==> config.mk <==
export PLATFORM = sky130hd
export DESIGN_NAME = pair_filter_flat
export DESIGN_NICKNAME = d
export VERILOG_FILES = /design/src/md_pkg.sv /design/src/md_ifs.sv /design/src/pair_filter.sv /design/src/flat_wrapper.sv
export SDC_FILE = /design/constraint.sdc
export NUM_CORES = 1
export LEC_CHECK = 0
export BUFFER_PORTS_ARGS = -buffer_cell sky130_fd_sc_hd__buf_2
export CAP_MARGIN = 30
export CORE_MARGIN = 5
export CORE_UTILIZATION = 65
export DETAILED_ROUTE_END_ITERATION = 12
export PLACE_DENSITY_LB_ADDON = 0.1
export SYNTH_ARGS = -nofsm -noshare
export SYNTH_HDL_FRONTEND = slang
export SYNTH_SLANG_ARGS = --single-unit
==> constraint.sdc <==
create_clock -name clk -period 12.6 [get_ports clk]
set_input_delay 2.52 -clock clk [delete_from_list [all_inputs] [get_ports clk]]
set_output_delay 2.52 -clock clk [all_outputs]
set_load 0.05 [all_outputs]
==> src/md_pkg.sv <==
`default_nettype none

package md_pkg;

	localparam int POS_W         = 10;
	localparam int MAX_PARTICLES = 32;
	localparam int IDX_W         = 5;
	localparam int CNT_W         = IDX_W + 1;	// Counts run 0..MAX_PARTICLES
	localparam int DISP_W        = POS_W + 1;
	localparam int R2_W          = 20;
	localparam int TBL_W         = 12;
	localparam int FRAC_W        = R2_W - TBL_W;
	localparam int COEF_W        = 12;
	localparam int FORCE_W       = 32;
	localparam int COEF_SHIFT    = 8;	// Fraction bits of the coefficient product

	// Unsigned fixed point coordinate, one axis
	typedef logic [POS_W-1:0] pos_t;

	// Wrapped displacement, one axis
	typedef logic signed [DISP_W-1:0] disp_t;

	// Squared distance, read raw for the cutoff and split for the table
	typedef union packed {
		logic [R2_W-1:0] raw;
		struct packed {
			logic [TBL_W-1:0]  index;	// Upper bits select the table entry
			logic [FRAC_W-1:0] frac;
		} tbl;
	} r2_word_u;

	typedef logic [COEF_W-1:0] coef_t;

	typedef logic signed [FORCE_W-1:0] force_t;

	// Force falls off linearly with the table index
	function automatic coef_t coef_of(input logic [TBL_W-1:0] index);
		return coef_t'({COEF_W{1'b1}} - index);
	endfunction

endpackage

`default_nettype wire

==> src/md_ifs.sv <==
`default_nettype none

// Pair stream from the loader into the filter
interface pair_if import md_pkg::*; ();

	logic             valid;
	logic [IDX_W-1:0] home_idx;
	logic             last_of_home;	// Final neighbor of this home particle
	logic             last_of_run;	// Final pair of the whole sweep
	pos_t             home_x, home_y, home_z;
	pos_t             nbr_x, nbr_y, nbr_z;

	modport source (output valid, home_idx, last_of_home, last_of_run,
		home_x, home_y, home_z, nbr_x, nbr_y, nbr_z);
	modport sink (input valid, home_idx, last_of_home, last_of_run,
		home_x, home_y, home_z, nbr_x, nbr_y, nbr_z);

endinterface

// Per-pair contribution stream; comp_t is disp_t before the lookup, force_t after
interface contrib_if import md_pkg::*; #(parameter type comp_t = disp_t) ();

	logic             valid;
	logic [IDX_W-1:0] home_idx;
	logic             last_of_home;
	logic             last_of_run;
	logic             in_range;
	comp_t            dx, dy, dz;
	r2_word_u         r2;

	// Filter to lookup, with r2
	modport source (output valid, home_idx, last_of_home, last_of_run, in_range,
		dx, dy, dz, r2);
	modport sink (input valid, home_idx, last_of_home, last_of_run, in_range,
		dx, dy, dz, r2);

	// Lookup to accumulator, contributions already zeroed out of range
	modport force_source (output valid, home_idx, last_of_home, last_of_run, dx, dy, dz);
	modport force_sink (input valid, home_idx, last_of_home, last_of_run, dx, dy, dz);

endinterface

`default_nettype wire

==> src/pair_filter.sv <==
`default_nettype none

module pair_filter import md_pkg::*; #(
	parameter int BOX_SIZE = 640,
	parameter int CUTOFF_2 = 40000
) (
	input  wire logic clk,
	input  wire logic rst_n,
	pair_if.sink      pairs,
	contrib_if.source contrib_out
);

	localparam disp_t BOX_D     = disp_t'(BOX_SIZE);
	localparam disp_t HALF_D    = disp_t'(BOX_SIZE / 2);
	localparam disp_t NEG_HALF_D = -HALF_D;

	// Minimum image along one axis
	function automatic disp_t wrap(input pos_t home, input pos_t nbr);
		disp_t d;
		d = $signed({1'b0, home}) - $signed({1'b0, nbr});
		if (d > HALF_D)
			d = d - BOX_D;
		else if (d < NEG_HALF_D)
			d = d + BOX_D;
		return d;
	endfunction

	logic             s1_valid, s1_loh, s1_lor;
	logic [IDX_W-1:0] s1_idx;
	disp_t            s1_dx, s1_dy, s1_dz;

	logic signed [2*DISP_W-1:0] sq_x, sq_y, sq_z;
	logic [2*DISP_W-1:0]        r2_sum;

	always_comb begin
		sq_x   = s1_dx * s1_dx;
		sq_y   = s1_dy * s1_dy;
		sq_z   = s1_dz * s1_dz;
		r2_sum = sq_x + sq_y + sq_z;	// Fits in R2_W bits for any box below 1024
	end

	// Stage one, wrapped displacements
	always_ff @(posedge clk or negedge rst_n) begin
		if (!rst_n) begin
			s1_valid <= 1'b0;
			s1_loh   <= 1'b0;
			s1_lor   <= 1'b0;
			s1_idx   <= '0;
		end else begin
			s1_valid <= pairs.valid;
			s1_loh   <= pairs.last_of_home;
			s1_lor   <= pairs.last_of_run;
			s1_idx   <= pairs.home_idx;
		end
	end

	always_ff @(posedge clk) begin
		s1_dx <= wrap(pairs.home_x, pairs.nbr_x);
		s1_dy <= wrap(pairs.home_y, pairs.nbr_y);
		s1_dz <= wrap(pairs.home_z, pairs.nbr_z);
	end

	// Stage two, r2 and cutoff
	always_ff @(posedge clk or negedge rst_n) begin
		if (!rst_n) begin
			contrib_out.valid        <= 1'b0;
			contrib_out.last_of_home <= 1'b0;
			contrib_out.last_of_run  <= 1'b0;
			contrib_out.home_idx     <= '0;
			contrib_out.in_range     <= 1'b0;
		end else begin
			contrib_out.valid        <= s1_valid;
			contrib_out.last_of_home <= s1_loh;
			contrib_out.last_of_run  <= s1_lor;
			contrib_out.home_idx     <= s1_idx;
			contrib_out.in_range     <= (r2_sum < CUTOFF_2) && (r2_sum != '0);	// Self pair excluded
		end
	end

	always_ff @(posedge clk) begin
		contrib_out.dx     <= s1_dx;
		contrib_out.dy     <= s1_dy;
		contrib_out.dz     <= s1_dz;
		contrib_out.r2.raw <= r2_sum[R2_W-1:0];
	end

endmodule

`default_nettype wire

==> src/flat_wrapper.sv <==
// flat-port wrapper written by rule: the top's interface ports become plain ports
module pair_filter_flat import md_pkg::*;
#(
	parameter int BOX_SIZE = 640,
	parameter int CUTOFF_2 = 40000
)
  (clk, rst_n, pairs_valid, pairs_home_idx, pairs_last_of_home, pairs_last_of_run, pairs_home_x, pairs_home_y, pairs_home_z, pairs_nbr_x, pairs_nbr_y, pairs_nbr_z, contrib_out_valid, contrib_out_home_idx, contrib_out_last_of_home, contrib_out_last_of_run, contrib_out_in_range, contrib_out_dx, contrib_out_dy, contrib_out_dz, contrib_out_r2);
  pair_if pairs_i ();
  contrib_if contrib_out_i ();
  input  wire logic clk;
  input  wire logic rst_n;
  input wire logic [$bits(pairs_i.valid)-1:0] pairs_valid;
  input wire logic [$bits(pairs_i.home_idx)-1:0] pairs_home_idx;
  input wire logic [$bits(pairs_i.last_of_home)-1:0] pairs_last_of_home;
  input wire logic [$bits(pairs_i.last_of_run)-1:0] pairs_last_of_run;
  input wire logic [$bits(pairs_i.home_x)-1:0] pairs_home_x;
  input wire logic [$bits(pairs_i.home_y)-1:0] pairs_home_y;
  input wire logic [$bits(pairs_i.home_z)-1:0] pairs_home_z;
  input wire logic [$bits(pairs_i.nbr_x)-1:0] pairs_nbr_x;
  input wire logic [$bits(pairs_i.nbr_y)-1:0] pairs_nbr_y;
  input wire logic [$bits(pairs_i.nbr_z)-1:0] pairs_nbr_z;
  output wire logic [$bits(contrib_out_i.valid)-1:0] contrib_out_valid;
  output wire logic [$bits(contrib_out_i.home_idx)-1:0] contrib_out_home_idx;
  output wire logic [$bits(contrib_out_i.last_of_home)-1:0] contrib_out_last_of_home;
  output wire logic [$bits(contrib_out_i.last_of_run)-1:0] contrib_out_last_of_run;
  output wire logic [$bits(contrib_out_i.in_range)-1:0] contrib_out_in_range;
  output wire logic [$bits(contrib_out_i.dx)-1:0] contrib_out_dx;
  output wire logic [$bits(contrib_out_i.dy)-1:0] contrib_out_dy;
  output wire logic [$bits(contrib_out_i.dz)-1:0] contrib_out_dz;
  output wire logic [$bits(contrib_out_i.r2)-1:0] contrib_out_r2;
  assign pairs_i.valid = pairs_valid;
  assign pairs_i.home_idx = pairs_home_idx;
  assign pairs_i.last_of_home = pairs_last_of_home;
  assign pairs_i.last_of_run = pairs_last_of_run;
  assign pairs_i.home_x = pairs_home_x;
  assign pairs_i.home_y = pairs_home_y;
  assign pairs_i.home_z = pairs_home_z;
  assign pairs_i.nbr_x = pairs_nbr_x;
  assign pairs_i.nbr_y = pairs_nbr_y;
  assign pairs_i.nbr_z = pairs_nbr_z;
  assign contrib_out_valid = contrib_out_i.valid;
  assign contrib_out_home_idx = contrib_out_i.home_idx;
  assign contrib_out_last_of_home = contrib_out_i.last_of_home;
  assign contrib_out_last_of_run = contrib_out_i.last_of_run;
  assign contrib_out_in_range = contrib_out_i.in_range;
  assign contrib_out_dx = contrib_out_i.dx;
  assign contrib_out_dy = contrib_out_i.dy;
  assign contrib_out_dz = contrib_out_i.dz;
  assign contrib_out_r2 = contrib_out_i.r2;
  pair_filter #(.BOX_SIZE(BOX_SIZE), .CUTOFF_2(CUTOFF_2)) u_core (.clk(clk), .rst_n(rst_n), .pairs(pairs_i), .contrib_out(contrib_out_i));
endmodule
* Word level (Yosys, flattened, before mapping)
Cells that the tools add are included.
Cells by class: $add $sub $neg 11, multipliers 3, magnitude comparators 7, mux-type cells 6, reduce and logical (&&, ||, !) cells 2
Operators with widths (number):
- multiplier 11 x 11 -> 22 bit | 3
- two-way mux 11 bit | 6
- adder 22 bit | 2
- adder 11 bit (second input constant) | 3
- > comparator 11 x 10 -> 1 bit (second input constant) | 3
- < comparator 11 x 10 -> 1 bit (second input constant) | 3
- subtractor 10 x 10 -> 11 bit | 3
- subtractor 11 bit (second input constant) | 3
- < comparator 22 x 16 -> 1 bit (second input constant) | 1
- nonzero test 22 bit | 1
- logical AND 1 bit | 1
Storage, ports and cells: bits in registers 103, bits of input ports 70, output and inout port bits 62, word-level logic and storage cells 45

* Logic depth before layout (Yosys ltp)
depth in word-level cells 5, gate-level depth with buffers 29, mapped depth without buffers 27

* Least setup slack after synthesis
OpenSTA, ideal clock, no wires.
path type flip-flop to flip-flop, from register u_core.s1_dz[10], to register u_core.contrib_out.in_range, setup time 0.101 ns, arrival 7.121 ns, data required time 12.499 ns, slack 5.378 ns, stages on the path, launching flop included 25, path buffers 1, period minus slack after synthesis 7.222 ns, cell sequence dfxtp_1 > clkbuf_1 > nand2_1 > fa_1 > inv_1 > fa_1 > inv_1 > fa_1 > inv_1 > fa_1 > fa_1 > fa_1 > fa_1 > inv_1 > fa_1 > inv_1 > ha_1 > a21o_1 > a21o_1 > a21o_1 > or2_1 > a311o_1 > a221oi_1 > o211ai_1 > nor4_1
Between the ends: word-level cells in the longest chain between the ends 4, elaborated cells between the ends (all ways) 5, those cells by class add/sub: 1; mul: 1; order compare: 1; reduce/logical: 2
Ends and longest elaborated chain:
- start: declaration | line pair_filter.sv:30 | disp_t s1_dx, s1_dy, s1_dz;
- start signal: assignment | line pair_filter.sv:60 | s1_dz <= wrap(pairs.home_z, pairs.nbr_z);
- multiplier 11 x 11 -> 22 bit * | line pair_filter.sv:38 | sq_z = s1_dz * s1_dz;
- adder 22 bit * | line pair_filter.sv:39 | r2_sum = sq_x + sq_y + sq_z;
- < comparator 22 x 16 -> 1 bit / nonzero test 22 bit (equally long branches) | line pair_filter.sv:76 | contrib_out.in_range <= (r2_sum < CUTOFF_2) && (r2_sum != '0);
- logical AND 1 bit * | line pair_filter.sv:76
- end signal: assignment | line pair_filter.sv:76
- end: declaration | line md_ifs.sv:32 | modport source (output valid, home_idx, last_of_home, last_of_run, in_range,
Mark *: on every way between the ends. The rest lies on a longest branch, timed or not.

* Final worst setup path
from register u_core.s1_dy[10], to register u_core.contrib_out.in_range
Between the ends: word-level cells in the longest chain between the ends 5, elaborated cells between the ends (all ways) 6, those cells by class add/sub: 2; mul: 1; order compare: 1; reduce/logical: 2
Ends and longest elaborated chain:
- start: declaration | line pair_filter.sv:30
- start signal: assignment | line pair_filter.sv:59 | s1_dy <= wrap(pairs.home_y, pairs.nbr_y);
- multiplier 11 x 11 -> 22 bit * | line pair_filter.sv:37 | sq_y = s1_dy * s1_dy;
- adder 22 bit * (2 in series) | line pair_filter.sv:39
- < comparator 22 x 16 -> 1 bit / nonzero test 22 bit (equally long branches) | line pair_filter.sv:76
- logical AND 1 bit * | line pair_filter.sv:76
Marks and branches as above.

==> impl_metrics.toml <==
[timing]
slew_violations = 0
slew_headroom_pct = 46.2
hold_viol_final = 0
final.setup.tns_ps = 0
post-route-period-util_pct = 63.1
timing.hold.ws_ps = 352
skew_ps = 10.8
period_needed_ps = 7950
setup_viol = 0
rsz0062_at_grt = "no"
tightest_slew_ps = 806
max_freq_mhz = 126

[run]
cap_violations = 0

[worst_setup_path]
cp.buffers_inverters = 5
path_common_cell = "fa_1"
required_ps = 12860
cp-start-kind = "flop"
regToRegStartpoint = "u_core.s1_dy[10]$_DFF_P_"
ff2ff_path_depth = 23
end_kind = "flop"
rr_endpoint = "u_core.contrib_out.in_range$_DFF_PN0_"
worstPathArrival_ps = 8210
r2r_slack_ps = 4650
path_delay_family = "adder cells"
critical_path.cell_chain = "nand2_1, inv_1, fa_1, inv_1, fa_1, inv_1, fa_1, fa_1, fa_1, fa_1, fa_1, inv_1, fa_1, inv_1, ha_1, o21a_1, nor2_1, a2111oi_0, o21ai_0, a21oi_1, mux2i_1, o211ai_1, nor4_1"
critPathKind = "reg2reg"
cp_max_fo = 24
cpPeakStageDelay_ps = 850
cp_slowest_cell = "dfxtp_1"

[grt]
grt_pass1_wl_mm = 63.0
antenna_found_initial = 0
grt_max_degree = 25
grt.overflow.total = 0
grtUsageTotal_pct = 25.9
grt_pass1_vias = 12700

[clocking]
post-cts-setup-buffer-count = 0
cts_buffers = 9
cts.clk_slew.worst_paths_ps = 90
ctsHoldBuffers = 0
cts_tree = "built"
insertion_delay_ps = 360
clockBufferDepth = 2
cts_htree_levels = 3
cts_resized = 0
clkSinkCount = 103
cts-root-buf = "clkbuf_16"

[synth]
yosys_warnings = 0
synth_top_cells_by_count = "inv_1 (509), fa_1 (376), ha_1 (151), nand2_1 (102), dfxtp_1 (86)"
yosysTopAreaCell = "fa_1"
synthSimpleGateAreaFrac_pct = 9.68
synth_nets = 2362
ys_types = 72
syn_area_um2 = 17200
muxShareOfSynthArea_pct = 0.174
avgSynthCellArea_um2 = 9.77
synth_top_area_share_pct = 43.7
ys_seq_area_share_pct = 12.5
syn-instance-count = 1765
synth_edf_count = 0
synthTopCellsByArea = "fa_1 (44%), inv_1 (11%), ha_1 (11%), dfxtp_1 (10%), xnor2_1 (2.7%)"
synth-async-reset-ratio_pct = 16.5
post-synth-top-count-cell = "inv_1"
synth_top_family_by_area = "adder cells"
synth-xor-area-share_pct = 3.80
ys_ff_latch = 103
synth_fa_ha_area_share_pct = 54.6
synth-compound-area-share_pct = 7.18
ys.flop_type = "dfxtp_1"

[drt]
post-route-drc-count = 0
drt_iter0_drc = 541
vias_per_cell = 5.28
dr.pass1.iters = 4
wl_mm = 37.1
num_vias = 11700
wl_per_cell_um = 16.8
ant_nets = 0

[floorplan]
dieArea_um2 = 29900
start_util_pct = 66.2
die_h_um = 173
fp-row-count = 59
dieWidth_um = 173
top_level_ports = 132
core_um2 = 26100

[worst_hold_path]
hold_start = "u_core.s1_valid$_DFF_PN0_"
worstHoldPathType = "reg2reg"
min_to = "u_core.contrib_out.valid$_DFF_PN0_"
whs_path_depth = 0

[cells_and_area]
final_area_um2 = 18500
syn_to_final_growth_pct = 7.12
finish.utilization_pct = 70.9
antennaDiodeCount = 0
nets = 2465
final_layout_size_suffix_gt1_share_pct = 8.97

[run_status]
run_status = "finished, final reports clean"

[place]
gp_congestion = 0.895
dpl_cell_area_um2 = 18200
dp_hpwl_mm = 32.4
port_buffers = 131
sequential cells by signal, summed over array words and instances (netlist names):
signal                           flops
u_core.s1_valid                      1
u_core.contrib_out.dz               11
u_core.s1_dy                        11
u_core.contrib_out.dx               11
u_core.contrib_out.dy               11
u_core.contrib_out.in_range          1
u_core.s1_dz                        11
u_core.contrib_out.last_of_home      1
u_core.s1_dx                        11
u_core.contrib_out.last_of_run       1
u_core.contrib_out.home_idx          5
u_core.s1_idx                        5
u_core.contrib_out.valid             1
u_core.s1_loh                        1
u_core.contrib_out.r2               20
u_core.s1_lor                        1
per-stage QoR:
stage,worst slack (ps),cells
floorplan,5380,1765
global placement,4710,2192
detailed placement,4640,2192
CTS,4570,2208
global route,4050,2208
finish,4650,2208
area by class of cell:
type,count,area (µm²)
inverters,512,1920
clock buffers,10,250
repair buffers,131,656
well taps,335,419
fillers,1999,7590
clock inverters,6,65.1
flip-flops and latches,103,2150
multi-input cells,1111,13000
kinds of logic (layout without fill, tap and decap cells):
family	after synthesis	count (layout)
buffers and inverters	551	659
AO/OA/AOI/OAI	176	176
flip-flops	103	103
multiplexers	3	3
XOR/XNOR	74	74
adder cells (fa/ha/maj)	527	527
AND/OR/NAND/NOR	331	331
cell usage in the layout, fill, tap and decap left out, drive strengths merged, types with 3 or more instances in the layout:
cell    count
a211o       4
a211oi      4
a21o       13
a21oi      40
a31o        3
a31oi       5
and2       67
and3        4
buf       131
clkbuf     10
dfrtp      17
dfxtp      86
fa        376
ha        151
inv       517
mux2i       3
nand2     102
nand2b     11
nand3       8
nor2       63
nor2b      33
nor3        9
nor4        6
o211ai      5
o21a       22
o21ai      34
o22ai       5
o31a        8
o31ai       7
or2         7
or3         4
or4         7
xnor2      55
xor2       19
worst max path at each step:
stage | end | start | slack [ps] | cells past startpoint
after CTS | u_core.contrib_out.in_range$_DFF_PN0_ | u_core.s1_dy[10]$_DFF_P_ | 4570 | 23
after global routing | u_core.contrib_out.in_range$_DFF_PN0_ | u_core.s1_dy[10]$_DFF_P_ | 4050 | 23
after detailed placement | u_core.contrib_out.in_range$_DFF_PN0_ | u_core.s1_dy[10]$_DFF_P_ | 4640 | 23
after floorplan | u_core.contrib_out.in_range$_DFF_PN0_ | u_core.s1_dz[10]$_DFF_P_ | 5380 | 24
after global placement | u_core.contrib_out.in_range$_DFF_PN0_ | u_core.s1_dy[10]$_DFF_P_ | 4710 | 23
final | u_core.contrib_out.in_range$_DFF_PN0_ | u_core.s1_dy[10]$_DFF_P_ | 4650 | 23
metal layers:
metal / up-vias / part of all wire [%] / global-route usage, %
met3: 73 / 6.4 / 4.37
met1: 5797 / 43 / 35.7
met2: 344 / 48 / 42.8
li1: 5446 / - / -
met5: - / 0 / 0
met4: 0 / 3.1 / 7.63
worst register-to-register path, delay by kind of cell, from the launching register on:
kind	cells	cell delay, ps
buf+inv	5	680
compound gates	5	1240
mux	1	210
fa+ha+maj	9	4160
simple gates	3	720
flops	1	850
Power is not shown: default switching activity piles up to over one toggle a cycle in this logic, so the estimate is an artifact.
