### src/md_pkg.sv
`default_nettype none

package md_pkg;

	localparam int POS_W         = 10;
	localparam int MAX_PARTICLES = 32;
	localparam int IDX_W         = 5;
	localparam int CNT_W         = IDX_W + 1;	// Counts run 0..MAX_PARTICLES
	localparam int DISP_W        = POS_W + 1;
	localparam int R2_W          = 20;
	localparam int TBL_W         = 12;
	localparam int FRAC_W        = R2_W - TBL_W;
	localparam int COEF_W        = 12;
	localparam int FORCE_W       = 32;
	localparam int COEF_SHIFT    = 8;	// Fraction bits of the coefficient product

	// Unsigned fixed point coordinate, one axis
	typedef logic [POS_W-1:0] pos_t;

	// Wrapped displacement, one axis
	typedef logic signed [DISP_W-1:0] disp_t;

	// Squared distance, read raw for the cutoff and split for the table
	typedef union packed {
		logic [R2_W-1:0] raw;
		struct packed {
			logic [TBL_W-1:0]  index;	// Upper bits select the table entry
			logic [FRAC_W-1:0] frac;
		} tbl;
	} r2_word_u;

	typedef logic [COEF_W-1:0] coef_t;

	typedef logic signed [FORCE_W-1:0] force_t;

	// Force falls off linearly with the table index
	function automatic coef_t coef_of(input logic [TBL_W-1:0] index);
		return coef_t'({COEF_W{1'b1}} - index);
	endfunction

endpackage

`default_nettype wire

### src/md_ifs.sv
`default_nettype none

// Pair stream from the loader into the filter
interface pair_if import md_pkg::*; ();

	logic             valid;
	logic [IDX_W-1:0] home_idx;
	logic             last_of_home;	// Final neighbor of this home particle
	logic             last_of_run;	// Final pair of the whole sweep
	pos_t             home_x, home_y, home_z;
	pos_t             nbr_x, nbr_y, nbr_z;

	modport source (output valid, home_idx, last_of_home, last_of_run,
		home_x, home_y, home_z, nbr_x, nbr_y, nbr_z);
	modport sink (input valid, home_idx, last_of_home, last_of_run,
		home_x, home_y, home_z, nbr_x, nbr_y, nbr_z);

endinterface


`default_nettype wire

### src/cell_loader.sv
`default_nettype none

module cell_loader import md_pkg::*; (
	input  wire logic clk,
	input  wire logic rst_n,
	input  wire logic load_valid,
	input  wire logic load_neighbor,	// 1 appends to the neighbor cell
	input  wire pos_t load_x,
	input  wire pos_t load_y,
	input  wire pos_t load_z,
	input  wire logic clear,
	input  wire logic start,
	output logic      busy,
	output logic      empty_start,	// Start seen with an empty cell
	pair_if.source    pairs
);

	// Last pair leaves here, force_valid follows 4 cycles later
	localparam int DRAIN_CYC = 4;

	logic [2:0][POS_W-1:0] home_mem [MAX_PARTICLES];	// [2] x, [1] y, [0] z
	logic [2:0][POS_W-1:0] nbr_mem [MAX_PARTICLES];

	logic [CNT_W-1:0] home_cnt, nbr_cnt;
	logic [IDX_W-1:0] hi, ni;	// Sweep indices
	logic             sweep;
	logic [2:0]       drain;
	logic             load_ok, last_home, last_nbr, start_run;

	assign load_ok     = load_valid && !busy && !clear;	// Clear wins over a load
	assign last_home   = ({1'b0, hi} == home_cnt - 1'b1);
	assign last_nbr    = ({1'b0, ni} == nbr_cnt - 1'b1);
	assign start_run   = start && !busy && (home_cnt != '0) && (nbr_cnt != '0);
	assign empty_start = start && !busy && ((home_cnt == '0) || (nbr_cnt == '0));

	always_ff @(posedge clk) begin
		if (load_ok && load_neighbor && (nbr_cnt != CNT_W'(MAX_PARTICLES)))
			nbr_mem[nbr_cnt[IDX_W-1:0]] <= {load_x, load_y, load_z};
		if (load_ok && !load_neighbor && (home_cnt != CNT_W'(MAX_PARTICLES)))
			home_mem[home_cnt[IDX_W-1:0]] <= {load_x, load_y, load_z};
	end

	// Pair positions are plain payload
	always_ff @(posedge clk) begin
		{pairs.home_x, pairs.home_y, pairs.home_z} <= home_mem[hi];
		{pairs.nbr_x, pairs.nbr_y, pairs.nbr_z}    <= nbr_mem[ni];
	end

	always_ff @(posedge clk or negedge rst_n) begin
		if (!rst_n) begin
			home_cnt           <= '0;
			nbr_cnt            <= '0;
			busy               <= 1'b0;
			sweep              <= 1'b0;
			drain              <= '0;
			hi                 <= '0;
			ni                 <= '0;
			pairs.valid        <= 1'b0;
			pairs.home_idx     <= '0;
			pairs.last_of_home <= 1'b0;
			pairs.last_of_run  <= 1'b0;
		end else begin
			if (clear && !busy) begin
				home_cnt <= '0;
				nbr_cnt  <= '0;
			end else if (load_ok && load_neighbor) begin
				if (nbr_cnt != CNT_W'(MAX_PARTICLES))
					nbr_cnt <= nbr_cnt + 1'b1;
			end else if (load_ok) begin
				if (home_cnt != CNT_W'(MAX_PARTICLES))
					home_cnt <= home_cnt + 1'b1;
			end

			pairs.valid        <= sweep;
			pairs.home_idx     <= hi;
			pairs.last_of_home <= sweep && last_nbr;
			pairs.last_of_run  <= sweep && last_nbr && last_home;

			if (sweep) begin	// Home-major walk
				if (last_nbr) begin
					ni <= '0;
					if (last_home) begin
						sweep <= 1'b0;
						drain <= 3'(DRAIN_CYC);
					end else begin
						hi <= hi + 1'b1;
					end
				end else begin
					ni <= ni + 1'b1;
				end
			end else if (drain != '0) begin
				drain <= drain - 1'b1;
				if (drain == 3'd1)
					busy <= 1'b0;	// Low together with done
			end else if (start_run) begin
				busy  <= 1'b1;
				sweep <= 1'b1;
				hi    <= '0;
				ni    <= '0;
			end
		end
	end

endmodule

`default_nettype wire

### src/flat_wrapper.sv
// flat-port wrapper written by rule: the top's interface ports become plain ports
module cell_loader_flat import md_pkg::*;
  (clk, rst_n, load_valid, load_neighbor, load_x, load_y, load_z, clear, start, busy, empty_start, pairs_valid, pairs_home_idx, pairs_last_of_home, pairs_last_of_run, pairs_home_x, pairs_home_y, pairs_home_z, pairs_nbr_x, pairs_nbr_y, pairs_nbr_z);
  pair_if pairs_i ();
  input  wire logic clk;
  input  wire logic rst_n;
  input  wire logic load_valid;
  input  wire logic load_neighbor;
  input  wire pos_t load_x;
  input  wire pos_t load_y;
  input  wire pos_t load_z;
  input  wire logic clear;
  input  wire logic start;
  output logic busy;
  output logic empty_start;
  output wire logic [$bits(pairs_i.valid)-1:0] pairs_valid;
  output wire logic [$bits(pairs_i.home_idx)-1:0] pairs_home_idx;
  output wire logic [$bits(pairs_i.last_of_home)-1:0] pairs_last_of_home;
  output wire logic [$bits(pairs_i.last_of_run)-1:0] pairs_last_of_run;
  output wire logic [$bits(pairs_i.home_x)-1:0] pairs_home_x;
  output wire logic [$bits(pairs_i.home_y)-1:0] pairs_home_y;
  output wire logic [$bits(pairs_i.home_z)-1:0] pairs_home_z;
  output wire logic [$bits(pairs_i.nbr_x)-1:0] pairs_nbr_x;
  output wire logic [$bits(pairs_i.nbr_y)-1:0] pairs_nbr_y;
  output wire logic [$bits(pairs_i.nbr_z)-1:0] pairs_nbr_z;
  assign pairs_valid = pairs_i.valid;
  assign pairs_home_idx = pairs_i.home_idx;
  assign pairs_last_of_home = pairs_i.last_of_home;
  assign pairs_last_of_run = pairs_i.last_of_run;
  assign pairs_home_x = pairs_i.home_x;
  assign pairs_home_y = pairs_i.home_y;
  assign pairs_home_z = pairs_i.home_z;
  assign pairs_nbr_x = pairs_i.nbr_x;
  assign pairs_nbr_y = pairs_i.nbr_y;
  assign pairs_nbr_z = pairs_i.nbr_z;
  cell_loader u_core (.clk(clk), .rst_n(rst_n), .load_valid(load_valid), .load_neighbor(load_neighbor), .load_x(load_x), .load_y(load_y), .load_z(load_z), .clear(clear), .start(start), .busy(busy), .empty_start(empty_start), .pairs(pairs_i));
endmodule
### config.mk
export PLATFORM = sky130hd
export DESIGN_NAME = cell_loader_flat
export DESIGN_NICKNAME = d
export VERILOG_FILES = /design/src/md_pkg.sv /design/src/md_ifs.sv /design/src/cell_loader.sv /design/src/flat_wrapper.sv
export SDC_FILE = /design/constraint.sdc
export NUM_CORES = 2
export LEC_CHECK = 0
export ABC_AREA = 1
export BUFFER_PORTS_ARGS = -buffer_cell sky130_fd_sc_hd__clkbuf_2
export CAP_MARGIN = 20
export CORE_ASPECT_RATIO = 1.25
export CORE_MARGIN = 5
export CORE_UTILIZATION = 55
export CTS_CLUSTER_DIAMETER = 80
export DETAILED_ROUTE_END_ITERATION = 6
export PLACE_DENSITY = 0.74
export SYNTH_ARGS = -nofsm -noshare
export SYNTH_HDL_FRONTEND = slang
export SYNTH_SLANG_ARGS = --single-unit
### constraint.sdc
create_clock -name clk -period 3.75 [get_ports clk]
set_input_delay 0.75 -clock clk [delete_from_list [all_inputs] [get_ports clk]]
set_output_delay 0.75 -clock clk [all_outputs]
set_load 0.02 [all_outputs]
Word-level counts from Yosys, hierarchy flattened
Memories as Yosys holds them, arrays and structs flattened. A register that Yosys moved wholly into a read port is not among the register bits.
Cells that the tools add are included.
Word-level totals
  bits of input ports: 36
  logic and storage cells: 97
  register bits: 35
  bits in writable memories: 1920
  memories: 2
  output and inout bits: 70
Operators by class
  add/subtract/negate cells: 7
  reduce and logical (&&, ||, !) cells: 35
  equality and inequality tests: 11
  bitwise logic cells: 1
  muxes and demuxes: 30
Memories
  u_core.home_mem: depth 32, bits a word 30, rd ports 1, clocked after Yosys merged registers in 1, wr ports 1, line cell_loader.sv:21  | logic [2:0][POS_W-1:0] home_mem [MAX_PARTICLES];
  u_core.nbr_mem: depth 32, bits a word 30, rd ports 1, clocked after Yosys merged registers in 1, wr ports 1, line cell_loader.sv:22  | logic [2:0][POS_W-1:0] nbr_mem [MAX_PARTICLES];
Operators by type and width (number)
  $mux 6: 7
  $mux 5: 7
  $reduce_bool 2->1: 7
  $logic_and 1x1->1: 13
  $add 6x1->6 const B: 2
  $eq 5x6->1: 2
  $logic_not 6->1: 2
  $mux 1: 12
  $mux 3: 4
  $ne 6x6->1 const B: 2
  $reduce_bool 6->1: 2
  $sub 6x1->6 const B: 2
  $add 5x1->5 const B: 2
  $ne 2x2->1 const B: 5
  $reduce_and 3->1: 3
  $reduce_and 2->1: 2
  $reduce_and 4->1: 1
  $eq 3x1->1 const B: 1
  $logic_not 1->1: 3
  $reduce_bool 3->1: 1
  $sub 3x1->3 const B: 1
  $ne 2x1->1 const B: 1
  $logic_or 1x1->1: 1
  $not 1->1: 1

Logic depth before layout (Yosys ltp)
  word-level depth: 7
  depth in mapped cells: 13

Worst setup path after synthesis
No wires, ideal clock.
  path type: input -> register
  start point: in clear
  end point: mem u_core.nbr_mem[23][0] in the netlist's numbering, enable pin
  data required time: 3.295 ns
  slack: -0.020 ns
  setup time: 0.455 ns
  buffers on the path: 0
  data arrival time: 3.315 ns
  stages: 7
  path through: inv_1 -> nand3_1 -> inv_1 -> nand2_1 -> inv_1 -> nand2_2 -> nor3_1
On the way
  cells in the longest elaborated chain, start to end: 6
Ends and longest elaborated chain
  start, declared: line flat_wrapper.sv:12  | input wire logic clear;
  $logic_not 1->1: line cell_loader.sv:30  | assign load_ok = load_valid && !busy && !clear;
  $logic_and 1x1->1: line cell_loader.sv:30
  $logic_and 1x1->1 (2 in series): line cell_loader.sv:37  | if (load_ok && load_neighbor && (nbr_cnt != CNT_W'(MAX_PARTICLES)))
  $mux 1: line cell_loader.sv:37
  $mux 1 (implied by the code): line cell_loader.sv:38  | nbr_mem[nbr_cnt[IDX_W-1:0]] <= {load_x, load_y, load_z};
  end, declared: line cell_loader.sv:22
No other way between the ends.

Worst setup path in the final report
  start point: reg u_core.home_cnt[0]
  end point: out empty_start
On the way
  cells in the longest elaborated chain, start to end: 3
Ends and longest elaborated chain
  start, declared: line cell_loader.sv:24  | logic [CNT_W-1:0] home_cnt, nbr_cnt;
  start signal, assigned: line cell_loader.sv:71  | home_cnt <= home_cnt + 1'b1;
  $logic_not 6->1: line cell_loader.sv:34  | assign empty_start = start && !busy && ((home_cnt == '0) || (nbr_cnt == '0));
  $logic_or 1x1->1: line cell_loader.sv:34
  $logic_and 1x1->1: line cell_loader.sv:34
  end, declared: line flat_wrapper.sv:15  | output logic empty_start;
No other way between the ends.

==> metrics.md <==
| Metric | Value |
|---|---|
| Worst Setup SP | u_core.home_cnt[0]$_DFFE_PN0P_ |
| Synth Instances | 5977 |
| Core ar. | 142900 µm² |
| Share of cells above drive strength 1 | 11.01% |
| Cell Area, Synth | 79100 µm² |
| Reg2reg path depth | 10 |
| Post-synth ARST share | 1.737% |
| Switch Pwr | 23.05 mW |
| Worst VDD drop | 0.0006814 V |
| Clock Skew | 0.03458 ns |
| Starting density of the core | 55.34% |
| Clock sink count | 2015 |
| Fin. Hold Viols | 0 |
| Overall Global Routing Usage | 27.28% |
| Largest family of logic cells by synthesized area | simple AND/OR/NAND/NOR gates |
| Vias | 50550 |
| Initial antenna violation count | 1 |
| Pleak | 29.83 nW |
| Drt pass-1 iters | 6 |
| Largest net degree at the start of global routing | 185 |
| Number of top-level pins | 106 |
| Area share of fa/ha/maj cells after synthesis | 0.2215% |
| Kind of critical path | register to output port |
| Worst Path Arrival | 2.69 ns |
| Final Cycle Share | 91.81% |
| Simple-Gate Fraction of Synth Area | 10.63% |
| Flop pwr share | 40.2% |
| Commonest register cell after synthesis | edfxtp_1 |
| Final setup fails | 0 |
| Routed wire length | 209600 µm |
| Worst reg2reg endpoint | u_core.home_mem[7][27]$_DFFE_PP_ |
| Width of the die | 349.2 µm |
| Internal | 40.82 mW |
| Switching share of power | 36.09% |
| Area growth syn-to-layout | 12.06% |
| Die Y | 434.0 µm |
| Endpoint class of the critical path | output port |
| Compound-cell area share of the yosys netlist | 10.04% |
| Initial DRC Count | 6970 |
| Vias in the first global route | 48660 |
| Fin area | 88640 µm² |
| Class of the worst hold path | input pin to async pin |
| XOR/XNOR Fraction of Synth Area | 0.06644% |
| Most frequent cells in the layout | 1920 x edfxtp_1, 1052 x nand2_1, 678 x nor2_1 |
| Reg2Reg Setup Slack | 0.61 ns |
| Port buffer count | 105 |
| Status | finished, final reports clean |
| Avg Inst Size Synth | 13.23 µm² |
| GRT overflow | 0 |
| GPL Wtd Cong | 0.9086 |
| Vias per cell | 6.236 |
| Clock period minus final worst setup slack | 3.443 ns |
| Drt drc | 0 |
| Wire length per cell | 25.87 µm |
| Dpl ws | 0.6307 ns |
| Pwr Density | 720.6 nW/µm² |
| Final WS setup | 0.3073 ns |
| Total design power | 63.87 mW |
| TNS Setup | 0 ns |
| Slew @ Worst Pin | 1.167 ns |
| Crit path to | empty_start |
| Reg2Reg Launch Point | u_core.home_cnt[0]$_DFFE_PN0P_ |
| Synth cell types | 45 |
| Post-detail-place hpwl | 119400 µm |
| Reg clk slew, reported paths | 0.06 ns |
| Fin cells | 8105 |
| CTS root buf | clkbuf_16 |
| CTS tree | built |
| Post-CTS setup buffer count | 0 |
| H-tree depth reported by CTS | 4 |
| Rel. slew slack | 22.17% |
| Synthesized netlist net count | 6027 |
| Fillcell total | 10320 |
| Ys Warns | 0 |
| Seq/Total Area, Yosys | 75.52% |
| Unrepaired setup endpoints after global routing | false |
| Nets | 6118 |
| FP Rows | 155 |
| Clk Latency, worst-skew pair | 0.83 ns |
| CP Max Fanout | 9 |
| First-pass GRT wire length | 308800 µm |
| Combinational power share | 30.7% |
| Placed instance count | 7762 |
| Commonest non-fill, non-tap cell in the layout | edfxtp_1 |
| Worst Path Required | 3.00 ns |
| Max Slew Vio Count | 0 |
| CTS Buffer Depth | 3 |
| Mux contribution to synthesized area | 0.3796% |
| Dpl cell area | 82610 µm² |
| Post-synth EDFFs | 1920 |
| Clock power frac | 29.1% |
| Die Footprint | 151500 µm² |
| Max-cap violation count | 0 |
| Crit start category | register |
| Flops & latches, synth | 2015 |
| Total CTS buffers | 187 |
| Antenna Nets Post-Route | 0 |
| Max Freq | 290.5 MHz |
kinds of logic (layout without fill, tap and decap cells):
logic type,count (synthesis),in the layout
muxes,30,30
AOI/OAI and AO/OA,1318,1318
xor gates and xnor gates,6,6
other,0,1
and+or+nand+nor,2109,2109
buffers and inverters,485,728
adders and majority gates,14,14
DFF,2015,2015
repair_timing:
| item | CTS | global route |
|---|---|---|
| resized for setup | 1 | 2 |
| hold buffers | 0 | 0 |
| setup endpoints to repair | 1 | 1 |
critical path, cell delays in order, from the launching register on:
cell      delay (ns)
dfrtp_1         0.43
inv_1           0.23
ha_1            0.23
inv_1           0.08
nor2_2          0.27
nand2_1         0.18
a21boi_2        0.25
clkbuf_2        0.21
per-layer routing:
metal | vias to the layer above | wire length, µm | global-route usage (%)
met1 | 24860 | 80410 | 38.69
met4 | 0 | 10880 | 13.09
met3 | 436 | 21120 | 3.981
met5 | - | 0 | 0
li1 | 22200 | - | -
met2 | 3056 | 97240 | 42.18
stage by stage:
step | utilization, % | hold slack, ns
after detailed placement | 57.79 | 0.5063
after floorplan | - | 0.3487
after global routing | 62.01 | 0.1007
final | 62.01 | 0.07543
after global placement | 57.77 | 0.4860
after CTS | 61.99 | 0.04740
how the worst min path moves through the flow:
stage	slack [ns]	depth (start not counted)	from	to
global placement	0.49	2	u_core.drain[1]$_DFFE_PN0P_	u_core.drain[1]$_DFFE_PN0P_
detailed placement	0.51	2	u_core.drain[1]$_DFFE_PN0P_	u_core.drain[1]$_DFFE_PN0P_
floorplan	0.35	0	u_core.hi[3]$_DFFE_PN0P_	u_core.pairs.home_idx[3]$_DFF_PN0_
finish	0.08	1	rst_n	u_core.pairs.valid$_DFF_PN0_
CTS	0.05	1	rst_n	u_core.pairs.valid$_DFF_PN0_
global route	0.10	1	rst_n	u_core.pairs.valid$_DFF_PN0_
registers in the layout, indices dropped and copies added (netlist names):
name,cells
u_core.home_mem,960
u_core.nbr_mem,960
u_core.pairs.home_x,10
u_core.pairs.home_y,10
u_core.pairs.home_z,10
u_core.pairs.nbr_x,10
u_core.pairs.nbr_y,10
u_core.pairs.nbr_z,10
u_core.home_cnt,6
u_core.nbr_cnt,6
u_core.hi,5
u_core.ni,5
u_core.pairs.home_idx,5
u_core.drain,3
u_core.busy,1
u_core.pairs.last_of_home,1
u_core.pairs.last_of_run,1
u_core.pairs.valid,1
u_core.sweep,1
synthesized netlist by cell type, types with 5 or more instances:
master	n	area share, %
clkbuf_1	165	0.78
buf_6	32	0.46
clkbuf_2	6	0.038
o221ai_1	240	2.7
mux2i_1	30	0.38
nand2_2	7	0.055
nand4_1	9	0.071
nand3_1	278	1.8
o21ai_1	60	0.38
nor2_4	5	0.071
buf_4	56	0.53
buf_2	119	0.75
o211ai_1	30	0.28
nor2_2	5	0.040
nor3_1	5	0.032
a21oi_1	158	1.0
o22ai_1	93	0.74
ha_1	14	0.22
nand2_1	1053	5.0
buf_1	19	0.090
o21ai_0	642	4.1
dfxtp_1	60	1.5
inv_1	70	0.33
nor2_1	741	3.5
edfxtp_1	1920	73
inv_2	9	0.043
dfrtp_1	35	1.1
a211oi_1	91	0.86
power by group through the flow:
stage / logic, mW / registers [mW] / clock network (mW)
4_1_cts: 19.4 / 25.6 / 18.7
3_3_place_gp: 18.8 / 26.1 / 0
6_report: 19.6 / 25.7 / 18.6
2_1_floorplan: 12.4 / 26.1 / 0
5_1_grt: 21.1 / 25.7 / 19.7
3_5_place_dp: 19.2 / 26.1 / 0
cell type report:
type                    count  area, µm²  share of cell area [%]
flip-flops and latches   2015      59750                   67.41
multi-input cells        3477      17360                   19.59
clock buffers             249       5170                   5.833
repair buffers            303       2810                   3.170
well taps                1884       2357                   2.659
clock inverters            92      832.0                  0.9387
inverters                  84      350.3                  0.3953
diodes                      1      2.502                0.002823
Note: power is estimated with default switching activity, not from simulation.
