File: src/md_pkg.sv
`default_nettype none

package md_pkg;

	localparam int POS_W         = 10;
	localparam int MAX_PARTICLES = 32;
	localparam int IDX_W         = 5;
	localparam int CNT_W         = IDX_W + 1;	// Counts run 0..MAX_PARTICLES
	localparam int DISP_W        = POS_W + 1;
	localparam int R2_W          = 20;
	localparam int TBL_W         = 12;
	localparam int FRAC_W        = R2_W - TBL_W;
	localparam int COEF_W        = 12;
	localparam int FORCE_W       = 32;
	localparam int COEF_SHIFT    = 8;	// Fraction bits of the coefficient product

	// Unsigned fixed point coordinate, one axis
	typedef logic [POS_W-1:0] pos_t;

	// Wrapped displacement, one axis
	typedef logic signed [DISP_W-1:0] disp_t;

	// Squared distance, read raw for the cutoff and split for the table
	typedef union packed {
		logic [R2_W-1:0] raw;
		struct packed {
			logic [TBL_W-1:0]  index;	// Upper bits select the table entry
			logic [FRAC_W-1:0] frac;
		} tbl;
	} r2_word_u;

	typedef logic [COEF_W-1:0] coef_t;

	typedef logic signed [FORCE_W-1:0] force_t;

	// Force falls off linearly with the table index
	function automatic coef_t coef_of(input logic [TBL_W-1:0] index);
		return coef_t'({COEF_W{1'b1}} - index);
	endfunction

endpackage

`default_nettype wire

File: src/md_ifs.sv
`default_nettype none


// Per-pair contribution stream; comp_t is disp_t before the lookup, force_t after
interface contrib_if import md_pkg::*; #(parameter type comp_t = disp_t) ();

	logic             valid;
	logic [IDX_W-1:0] home_idx;
	logic             last_of_home;
	logic             last_of_run;
	logic             in_range;
	comp_t            dx, dy, dz;
	r2_word_u         r2;

	// Filter to lookup, with r2
	modport source (output valid, home_idx, last_of_home, last_of_run, in_range,
		dx, dy, dz, r2);
	modport sink (input valid, home_idx, last_of_home, last_of_run, in_range,
		dx, dy, dz, r2);

	// Lookup to accumulator, contributions already zeroed out of range
	modport force_source (output valid, home_idx, last_of_home, last_of_run, dx, dy, dz);
	modport force_sink (input valid, home_idx, last_of_home, last_of_run, dx, dy, dz);

endinterface

`default_nettype wire

File: src/force_accumulator.sv
`default_nettype none

module force_accumulator import md_pkg::*; (
	input  wire logic        clk,
	input  wire logic        rst_n,
	input  wire logic        empty_start,	// Run with nothing to sweep
	contrib_if.force_sink    contrib_in,
	output logic             force_valid,
	output logic [IDX_W-1:0] force_home_idx,
	output force_t           force_x,
	output force_t           force_y,
	output force_t           force_z,
	output logic             done
);

	force_t sum_x, sum_y, sum_z;
	force_t next_x, next_y, next_z;
	logic   home_end;

	assign home_end = contrib_in.valid && contrib_in.last_of_home;

	always_comb begin
		next_x = sum_x + contrib_in.dx;
		next_y = sum_y + contrib_in.dy;
		next_z = sum_z + contrib_in.dz;
	end

	always_ff @(posedge clk or negedge rst_n) begin
		if (!rst_n) begin
			sum_x          <= '0;
			sum_y          <= '0;
			sum_z          <= '0;
			force_valid    <= 1'b0;
			force_home_idx <= '0;
			done           <= 1'b0;
		end else begin
			force_valid <= home_end;
			done        <= (home_end && contrib_in.last_of_run) || empty_start;
			if (home_end) begin
				force_home_idx <= contrib_in.home_idx;
				sum_x          <= '0;	// Next home particle starts clean
				sum_y          <= '0;
				sum_z          <= '0;
			end else if (contrib_in.valid) begin
				sum_x <= next_x;
				sum_y <= next_y;
				sum_z <= next_z;
			end
		end
	end

	// Totals are only meaningful under force_valid
	always_ff @(posedge clk) begin
		if (home_end) begin
			force_x <= next_x;
			force_y <= next_y;
			force_z <= next_z;
		end
	end

endmodule

`default_nettype wire

File: src/flat_wrapper.sv
// flat-port wrapper written by rule: the top's interface ports become plain ports
module force_accumulator_flat import md_pkg::*;
  (clk, rst_n, empty_start, force_valid, force_home_idx, force_x, force_y, force_z, done, contrib_in_valid, contrib_in_home_idx, contrib_in_last_of_home, contrib_in_last_of_run, contrib_in_dx, contrib_in_dy, contrib_in_dz);
  contrib_if contrib_in_i ();
  input  wire logic clk;
  input  wire logic rst_n;
  input  wire logic empty_start;
  output logic force_valid;
  output logic [IDX_W-1:0] force_home_idx;
  output force_t force_x;
  output force_t force_y;
  output force_t force_z;
  output logic done;
  input wire logic [$bits(contrib_in_i.valid)-1:0] contrib_in_valid;
  input wire logic [$bits(contrib_in_i.home_idx)-1:0] contrib_in_home_idx;
  input wire logic [$bits(contrib_in_i.last_of_home)-1:0] contrib_in_last_of_home;
  input wire logic [$bits(contrib_in_i.last_of_run)-1:0] contrib_in_last_of_run;
  input wire logic [$bits(contrib_in_i.dx)-1:0] contrib_in_dx;
  input wire logic [$bits(contrib_in_i.dy)-1:0] contrib_in_dy;
  input wire logic [$bits(contrib_in_i.dz)-1:0] contrib_in_dz;
  assign contrib_in_i.valid = contrib_in_valid;
  assign contrib_in_i.home_idx = contrib_in_home_idx;
  assign contrib_in_i.last_of_home = contrib_in_last_of_home;
  assign contrib_in_i.last_of_run = contrib_in_last_of_run;
  assign contrib_in_i.dx = contrib_in_dx;
  assign contrib_in_i.dy = contrib_in_dy;
  assign contrib_in_i.dz = contrib_in_dz;
  force_accumulator u_core (.clk(clk), .rst_n(rst_n), .empty_start(empty_start), .contrib_in(contrib_in_i), .force_valid(force_valid), .force_home_idx(force_home_idx), .force_x(force_x), .force_y(force_y), .force_z(force_z), .done(done));
endmodule
File: config.mk
export PLATFORM = sky130hd
export DESIGN_NAME = force_accumulator_flat
export DESIGN_NICKNAME = d
export VERILOG_FILES = /design/src/md_pkg.sv /design/src/md_ifs.sv /design/src/force_accumulator.sv /design/src/flat_wrapper.sv
export SDC_FILE = /design/constraint.sdc
export NUM_CORES = 1
export LEC_CHECK = 0
export CAP_MARGIN = 10
export CORE_ASPECT_RATIO = 1.1
export CORE_UTILIZATION = 58
export CTS_CLUSTER_DIAMETER = 40
export DETAILED_ROUTE_END_ITERATION = 8
export DONT_BUFFER_PORTS = 1
export PLACE_DENSITY = 0.75
export SETUP_SLACK_MARGIN = 0.1
export SLEW_MARGIN = 20
export SYNTH_ARGS = -nofsm -noshare
export SYNTH_HDL_FRONTEND = slang
export SYNTH_SLANG_ARGS = --single-unit
File: constraint.sdc
create_clock -name clk -period 2.5 [get_ports clk]
set_input_delay 0.125 -clock clk [delete_from_list [all_inputs] [get_ports clk]]
set_output_delay 0.125 -clock clk [all_outputs]
set_load 0.03 [all_outputs]
Yosys cells after proc, flatten, opt, wreduce, memory -nomap -nowiden
Index checks and enable logic that the tools add are counted.
Storage, ports and cells
  word-level logic and storage cells: 22
  output and inout bits: 103
  register bits after elaboration: 199
  input port bits: 44
Operators by class
  muxes and demuxes: 6
  $add $sub $neg: 3
  reductions and logical operators: 4
Operators by type and width (number)
  $mux W32: 6
  $add A32 B11 Y32: 3
  $logic_and A1 B1 Y1: 2
  $reduce_bool A2 Y1: 1
  $logic_or A1 B1 Y1: 1

Logic depth before layout (Yosys ltp)
Gate-level depths: netlist (run 1).
  word-level depth: 3
  gate-level depth with buffers: 11
  depth with buffers taken out: 11

Least setup slack after synthesis (run 1)
No wires, ideal clock.
  path kind: in2reg
  start: input contrib_in_valid
  end: register u_core.force_x[0] (enable)
  cell stages on the path: 3
  path buffers: 1
  data required time: 2.050 ns
  library setup time: 0.450 ns
  arrival: 2.434 ns
  slack: -0.384 ns
  path through: clkbuf_1 > nand2_1 > inv_1
On the way
  longest elaborated chain between the ends: 1
Ends and longest elaborated chain
  start, declared: line flat_wrapper.sv:14  | input wire logic [$bits(contrib_in_i.valid)-1:0] contrib_in_valid;
  $logic_and A1 B1 Y1: line force_accumulator.sv:20  | assign home_end = contrib_in.valid && contrib_in.last_of_home;
  named net u_core.home_end: line force_accumulator.sv:18  | logic home_end;
  end signal, assigned: line force_accumulator.sv:55  | force_x <= next_x;
  end, declared: line force_accumulator.sv:10  | output force_t force_x,
The timed path passes the listed nets, and every way through them passes these cells.
A chain may end at the register's enable or synchronous reset.

Worst setup path after layout (run 1)
  start: register u_core.sum_x[0]
  end: register u_core.sum_x[24]
On the way
  longest elaborated chain between the ends: 3
Ends and longest elaborated chain
  start, declared: line force_accumulator.sv:16  | force_t sum_x, sum_y, sum_z;
  start signal, assigned: line force_accumulator.sv:45  | sum_x <= next_x;
  $add A32 B11 Y32: line force_accumulator.sv:23  | next_x = sum_x + contrib_in.dx;
  named net u_core.next_x[24]: line force_accumulator.sv:17  | force_t next_x, next_y, next_z;
  $mux W32: line force_accumulator.sv:44  | end else if (contrib_in.valid) begin
  $mux W32: line force_accumulator.sv:39  | if (home_end) begin
The timed path passes the listed nets, and every way through them passes these cells. The select of a mux whose other input is x is not followed.

==> out/metrics.cfg, run 1 <==
[run_status]
status=complete, but fails checks
violations=negative hold slack, negative setup slack

[setup_path]
r2r_cells=11
cp_top_family=compound AO/OA/AOI/OAI gates
crit_type=flop to flop
ff2ff_setup_slack_ps=-240
crit_arrival_ps=3070
crit_chain=ha_4 -> fa_2 -> a21oi_4 -> o22ai_4 -> o31ai_4 -> o21ai_2 -> nor3b_4 -> o21ai_1 -> nand2_1 -> xor2_1 -> a31o_2
cpPeakStageDelay_ps=420
cp_max_fo=5
r2r_end=u_core.sum_x[24]
end_kind=flop
r2r_start=u_core.sum_x[0]
cp.required_ps=2830
critPathBufInv=0
slowest_stage=dfrtp_1
crit_path_start_kind=flop

[power_and_ir_drop]
power_switching_share=0.420
pwr-share-seq=0.313
peakVddDrop_mv=0.714
power_frac_clock=0.129
power_frac_comb=0.558
p_sw_uw=8660
cell_internal_pwr_uw=12000
leakage_uw=0.00678
power_density_mw_per_mm2=1330

[cts]
hold_buffers=16
htreeDepth=4
clk_pin_slew_ps=80
cts_root_buffer=clkbuf_16
insertion_delay_ps=440
ctsLongestPathBuffers=2
clock-sinks=199
numCtsBuffers=17
cts_tree=yes

[placement]
dp_slack_ps=-270
dp_cells=1411
portBuffers=0
hpwlAfterDp_mm=18.5
gp_congestion=0.909

[job]
drv_cap=0

[floorplan]
pin_count=147
core_sq_mm=0.0194
die-area_sq_mm=0.0206
die_h_um=150
chipWidth_um=137
initial_core_util=0.599
rows=53

[layout]
drive_gt1_frac=0.348
nNetsFinal=1399
fin_util=0.799
area_growth_pct=33.3
fin_cells=1519
antennaDiodeCount=0

[synthesis]
ys_top_cells_by_area=edfxtp_1 25%, dfrtp_1 22%, ha_1 10%, a22o_1 5.3%, a21oi_1 3.6%
synth_area_sq_mm=0.0116
yosys.cell_count.top_type=dfrtp_1
synth.net_count=1212
synthCells=1072
synthTopCellsByCount=103 x dfrtp_1, 96 x edfxtp_1, 93 x ha_1, 84 x a21oi_1, 72 x nand2_1
yosys_warnings=0
seq_area_frac_synth=0.470
ys_types=70
synth_top_cell_area_share=0.248
async_flop_share=0.518
synth-edff-count=96
ys_ff_latch=199
synth-main-ff-cell=dfrtp_1
syn_area_per_cell_sq_um=10.8
synth_top_cell_by_area=edfxtp_1

[routing]
wirelength_mm=32.1
drt_iter0_drc=511
drt_pass1_iterations=5
drc_errors=0
dr_total_vias=9605
ant_nets=0
wl_per_cell_um=21.1
via_per_inst=6.32

[min_path]
min_path_type=input pin to asynchronous set/reset pin

[timing]
period_needed_ps=2740
hold_slack_ps=-630
finalWorstSetupSlack_ps=-238
setup_viol=56
fin_crit_sh=1.10
maxSlewHeadroom=0.254
worst_pin_slew_ps=1120
fmaxAchievable_mhz=365
timing_hold_violations_final=103
slew_violations=0
rsz0062_at_grt=yes
fin_skew_ps=14.4

[grt]
grt_use_met2=0.514
use_met3=0.0485
overflow=0
track_usage=0.297
antenna_found_initial=0
grt_pass1_vias=9499
use_met1=0.378
grt_max_degree=104
grt_pass1_wl_mm=47.7
top_usage_layer=met2

how the worst max path moves through the flow:
stage	start	end	slack, ps	cells after the start
floorplan	u_core.sum_y[0]	u_core.sum_y[30]	7	11
global placement	u_core.sum_y[0]	u_core.sum_y[30]	-250	11
detailed placement	u_core.sum_y[0]	u_core.sum_y[30]	-270	11
CTS	u_core.sum_y[0]	u_core.sum_y[30]	-190	11
global route	u_core.sum_x[0]	u_core.sum_x[30]	-350	11
finish	u_core.sum_x[0]	u_core.sum_x[24]	-240	11
routing by layer:
metal / up-vias / share of wire
met3: 88 / 0.054
met2: 360 / 0.50
met4: 0 / 0.032
li1: 4408 / -
met1: 4749 / 0.41
met5: - / 0
placed cells by master, fill, tap and decap left out, types with 25 or more instances in the layout:
master | netlist | layout
ha_1 | 93 | 62
ha_4 | 0 | 25
dfrtp_1 | 103 | 103
xnor2_1 | 48 | 27
nand2_1 | 72 | 65
inv_1 | 33 | 31
nor2_1 | 47 | 40
buf_6 | 0 | 32
a21o_1 | 38 | 38
edfxtp_1 | 96 | 96
xor2_1 | 39 | 31
a21oi_1 | 84 | 59
buf_4 | 0 | 158
a22o_1 | 70 | 70
metrics by stage:
step           hold WS [ps]  total power [uW]  instance area [sq um]  setup TNS [ps]
6_report               -630             20700                  15500           -4970
2_1_floorplan          -171             12100                  11800               0
3_3_place_gp           -167             14700                  12900           -2970
3_5_place_dp           -167             14900                  12900           -4900
4_1_cts                -637             19100                  14800           -1840
5_1_grt                -648             21700                  15500          -11290
registers in the layout, summed over array words and instances (netlist names):
| signal | flops |
|---|---|
| u_core.force_valid | 1 |
| u_core.force_z | 32 |
| u_core.force_y | 32 |
| u_core.force_home_idx | 5 |
| u_core.sum_y | 32 |
| u_core.done | 1 |
| u_core.sum_z | 32 |
| u_core.force_x | 32 |
| u_core.sum_x | 32 |
final cells by class:
cell class | instances | area, sq um
multi-input combinational | 798 | 7250
clock inverter | 14 | 138
timing repair buffer | 208 | 1760
fill | 1091 | 3890
clock buffer | 18 | 429
inverter | 35 | 135
sequential | 199 | 5460
tap | 247 | 309
power by group through the flow:
stage | sequential, uW | clock [uW] | combinational [uW]
floorplan | 6240 | 0 | 5900
global placement | 6410 | 0 | 8280
detailed placement | 6440 | 0 | 8460
CTS | 6430 | 2700 | 9980
global route | 6590 | 2820 | 12300
finish | 6460 | 2670 | 11500
logic make-up (layout without fill, tap and decap cells):
logic type | count (synthesis) | count (layout) | synth area share
flip-flops | 199 | 199 | 0.470
AO/OA/AOI/OAI | 370 | 370 | 0.226
AND/OR/NAND/NOR | 234 | 234 | 0.0977
adder cells (fa/ha/maj) | 96 | 96 | 0.105
buffers and inverters | 75 | 275 | 0.0248
XOR/XNOR | 88 | 88 | 0.0670
multiplexers | 10 | 10 | 0.00916
timing repair:
item / 4_1_cts / 5_1_grt
buffers inserted: 45 / 26
gates resized for setup: 143 / 126
setup endpoints to repair: 92 / 117
pin swaps: 99 / 71
hold endpoints to repair: 140 / 103
(Power assumes the default switching activity.)
==> run 2, diff against run 1 <==
SETUP_SLACK_MARGIN = default   (was 0.1)
SKIP_LAST_GASP = 1   (was default)
==> run 2 against run 1 <==
  * Largest power group unchanged
  * Largest cell class unchanged
  * Critical endpoint is now u_core.sum_y[26]
  * Critical path type unchanged
  * Worst setup slack gained 21 ps
  * Die area unchanged
  * Clock skew about the same
  * Via count decreased by 1.4%
  * The run ends with negative setup slack left
==> out/metrics.cfg, run 2 (synthesis results as in run 1) <==
[run_status]
status=complete, but fails checks
violations=negative setup slack

[grt]
antenna_found_initial=0
track_usage=0.291
overflow=0
grt_pass1_vias=9421
grt_pass1_wl_mm=46.6
grt_max_degree=104

[cts]
ctsLongestPathBuffers=2
clk_pin_slew_ps=80
cts_tree=yes
numCtsBuffers=17
cts_root_buffer=clkbuf_16
htreeDepth=4
insertion_delay_ps=440
clock-sinks=199

[setup_path]
crit_cells=11
cpPeakStageDelay_ps=390
slowest_stage=dfrtp_1
timing.critical_path.mode_cell=a21oi_2
cp_max_fo=3
critical_path.startpoint=u_core.sum_y[0]
crit_arrival_ps=3040
r2r_start=u_core.sum_y[0]
critPathBufInv=0
r2r_cells=11
cp.required_ps=2820
crit_chain=ha_2 -> fa_2 -> a21o_1 -> a21oi_2 -> o21bai_2 -> o21ai_2 -> a21oi_2 -> o32a_1 -> a21bo_2 -> xor2_1 -> a22o_1
end_kind=flop
cp_top_family=compound AO/OA/AOI/OAI gates
crit_path_start_kind=flop
ff2ff_setup_slack_ps=-220
r2r_end=u_core.sum_y[26]
crit_type=flop to flop

[floorplan]
core_sq_mm=0.0194
initial_core_util=0.599
chipWidth_um=137
die-area_sq_mm=0.0206
rows=53
die_h_um=150
pin_count=147

[placement]
dp_cells=1399
portBuffers=0
hpwlAfterDp_mm=18.9
placed_area_sq_mm=0.0127
gp_congestion=0.924

[routing]
via_per_inst=6.30
wl_per_cell_um=20.3
routed.top_layer=met4
wl_met3_mm=1.47
drc_errors=0
drt_pass1_iterations=5
wirelength_mm=30.5
ant_nets=0
wl_met2_mm=15.8
drt_iter0_drc=511
dr_total_vias=9473
drt-met1-wl_mm=12.4

[timing]
finalWorstSetupSlack_ps=-216
setup_viol=49
maxSlewHeadroom=0.409
fmaxAchievable_mhz=368
hold_slack_ps=50.3
timing_hold_violations_final=0
fin_crit_sh=1.09
worst_pin_slew_ps=885
slew_violations=0
rsz0062_at_grt=yes
period_needed_ps=2720
fin_skew_ps=14.2

[layout]
final_common_cell=buf_4
fin_util=0.775
fin_area_sq_mm=0.0150
nNetsFinal=1383
area_growth_pct=29.3
fillCellCount=1172
drive_gt1_frac=0.310
antennaDiodeCount=0
fin_cells=1503
layout_common_cells=156 x buf_4, 102 x dfrtp_1, 96 x edfxtp_1, 70 x a22o_1, 67 x nand2_1

[job]
drv_cap=0

[power_and_ir_drop]
peakVddDrop_mv=0.735
leakage_uw=0.00659
power_density_mw_per_mm2=1320

[min_path]
min_path_type=input pin to flop
hold_start=contrib_in_valid
hold_end=u_core.sum_z[18]
holdPathStages=3

==> run 2: cell count changes in the layout (fill, tap and decap cells not counted), moves of 4 or more <==
cell / before / now
a21oi_1: 59 / 63
buf_6: 32 / 16
o21ai_1: 14 / 18
o21ai_2: 22 / 15
xnor2_1: 27 / 37
xnor2_4: 8 / 1
==> run 2: report_power, final <==
group | internal, uW | switching, uW | total [uW]
logic | 5190 | 5440 | 10600
registers | 4960 | 1490 | 6450
clock network | 1430 | 1280 | 2710
==> run 2: routing by layer <==
layer,vias to the layer above,GRT usage
met5,-,0
met4,0,0.0956
met3,88,0.0512
met2,324,0.511
met1,4671,0.360
li1,4390,-
==> run 2: worst max path at each step <==
stage / slack [ps] / to
after floorplan: 7 / u_core.sum_y[30]
after global placement: -190 / u_core.sum_y[30]
after detailed placement: -260 / u_core.sum_y[28]
after CTS: -170 / u_core.sum_y[30]
after global routing: -300 / u_core.sum_y[26]
final: -220 / u_core.sum_y[26]
==> run 2: repair_timing <==
action	CTS	global route
setup endpoints to repair	75	102
setup buffers	31	27
pin swaps	56	82
endpoints found under the hold margin	138	1
cloned	0	0
resized for setup	92	113
hold buffers	17	1
==> run 2: final cells by class <==
type	count	area [sq um]	area share
sequential	199	5460	0.364
clock buffer	18	439	0.0293
timing repair buffer	192	1600	0.107
clock inverter	14	139	0.00926
inverter	35	135	0.00901
multi-input combinational	798	6920	0.461
tap	247	309	0.0206
==> run 2: stage by stage <==
stage	total power, uW	TNS (ps)	setup WS [ps]
floorplan	12000	0	7.04
global placement	14400	-3880	-194
detailed placement	14600	-7270	-264
CTS	18400	-2080	-169
global route	20900	-8980	-304
finish	19800	-3870	-216
==> run 2: tightest hold or removal path, delay by kind of cell <==
kind / cells / cell delay [ps]
simple gates: 2 / 150
buf+inv: 1 / 160
==> run 3, diff against run 2 <==
CELL_PAD_IN_SITES_DETAIL_PLACEMENT = 1   (was default)
CELL_PAD_IN_SITES_GLOBAL_PLACEMENT = 1   (was default)
CORE_UTILIZATION = 46   (was 58)
PLACE_DENSITY = 0.76   (was 0.75)
==> run 3 against run 2 <==
  * The run ends with negative hold slack, negative setup slack left
  * Register-to-register slack lost 80 ps
  * Utilization shrank 13 points
  * Sequential power grew 0.8%
  * Sequential share of layout area shrank 1.8 points
  * Die area grew 26%
  * Clock power grew 3%
  * Fmax shrank 2.8%
  * Largest cell class unchanged
  * Largest power group unchanged
  * Highest routed layer unchanged
==> out/metrics.cfg, run 3 (synthesis results as in run 1) <==
[routing]
wl_per_cell_um=25.0
via_per_inst=6.22
dr_total_vias=10017
drt_pass1_iterations=5
wirelength_mm=40.3
ant_nets=0
drt_iter0_drc=510
drc_errors=0

[grt]
antenna_found_initial=0
grt_pass1_wl_mm=57.4
grt_max_degree=104
track_usage=0.282
grt_pass1_vias=10534
overflow=0

[setup_path]
end_kind=flop
cp.required_ps=2840
crit_type=flop to flop
crit_path_start_kind=flop
cpPeakStageDelay_ps=390
slowest_stage=dfrtp_1
crit_arrival_ps=3140
cp_max_fo=4
crit_chain=ha_2 -> fa_2 -> a21o_1 -> a21oi_2 -> o21bai_2 -> o21ai_2 -> nand2_2 -> a311oi_2 -> o21ai_1 -> xnor2_1 -> a31o_2

[timing]
fin_crit_sh=1.12
finalWorstSetupSlack_ps=-294
hold_slack_ps=-3.27
period_needed_ps=2790
slew_violations=0
timing_hold_violations_final=1
fin_skew_ps=16.8
fmaxAchievable_mhz=358
setup_viol=85
rsz0062_at_grt=yes
worst_pin_slew_ps=1050
maxSlewHeadroom=0.295

[cts]
cts_root_buffer=clkbuf_16
ctsLongestPathBuffers=2
clk_pin_slew_ps=90
numCtsBuffers=17
insertion_delay_ps=460
htreeDepth=4
cts_tree=yes
clock-sinks=199

[layout]
layout_common_cells=196 x buf_4, 101 x dfrtp_1, 96 x edfxtp_1, 70 x a22o_1, 65 x nand2_1
drive_gt1_frac=0.361
fin_area_sq_mm=0.0158
antennaDiodeCount=0
nNetsFinal=1428
fin_util=0.642
final_common_cell=buf_4
area_growth_pct=36.2

[placement]
portBuffers=0
gp_congestion=0.877
hpwlAfterDp_mm=22.2
placed_area_sq_mm=0.0131

[floorplan]
pin_count=147
initial_core_util=0.471
die-area_sq_mm=0.0259
chipWidth_um=153
rows=60
core_sq_mm=0.0246
die_h_um=169

[power_and_ir_drop]
peakVddDrop_mv=0.542
leakage_uw=0.00689
power_density_mw_per_mm2=1350
total_power_uw=21300

[run_status]
violations=negative hold slack, negative setup slack
status=complete, but fails checks

[min_path]
min_path_type=input pin to flop

[job]
drv_cap=0

==> run 3: per-stage QoR <==
stage,setup WS [ps],instances,TNS [ps]
final,-294,1611,-9680
after global routing,-414,1611,-17530
after CTS,-222,1582,-3220
after detailed placement,-326,1497,-12520
after global placement,-228,1497,-6640
after floorplan,7.04,1072,0
==> run 3: worst paths after layout <==
path / slack (ps) / start / cells after the start / endpoint
worst max-delay path: -290 / u_core.sum_y[0] / 11 / u_core.sum_y[16]
worst min-delay path: -3 / contrib_in_valid / 2 / u_core.sum_y[31]
worst max register to register: -290 / u_core.sum_y[0] / 11 / u_core.sum_y[16]
worst min register to register: 500 / u_core.sum_z[18] / 2 / u_core.sum_z[18]
max in group asynchronous: 1740 / rst_n / 2 / u_core.sum_y[10]
min in group asynchronous: 300 / rst_n / 2 / u_core.sum_z[7]
==> run 3: metal layers <==
layer / track usage / wire [um] / part of all wire / vias up
li1: - / - / - / 4451
met5: 0 / 0 / 0 / -
met1: 0.341 / 15900 / 0.40 / 5099
met4: 0.127 / 2020 / 0.050 / 0
met3: 0.0325 / 1350 / 0.034 / 139
met2: 0.507 / 21000 / 0.52 / 328
==> run 3: final cells by class <==
type	instances	area [sq um]
inverters	35	135
fillers	2500	8810
multi-input cells	798	7300
flip-flops and latches	199	5460
repair buffers	237	1950
clock inverters	15	155
well taps	310	388
clock buffers	17	425
==> run 3: timing repair <==
item,4_1_cts,5_1_grt
endpoints found under the hold margin,141,0
buffers inserted,37,36
gates resized for setup,137,138
endpoints found under the setup margin,93,117
pin swaps,66,106
hold buffers,18,0
==> run 3: power by group <==
part / switching (uW) / total [uW] / internal, uW / leakage [uW]
combinational: 6370 / 12000 / 5670 / 0.00437
sequential: 1540 / 6500 / 4960 / 0.00223
clock: 1470 / 2800 / 1340 / 0.000285
total: 9370 / 21300 / 12000 / 0.00689
==> run 3: worst max-delay path, delay by kind of cell, from the launching register on <==
family                   cells  cell delay (ps)
AO/OA/AOI/OAI                7             1420
adder cells (fa/ha/maj)      2              530
flip-flops                   1              390
XOR/XNOR                     1              180
AND/OR/NAND/NOR              1              160
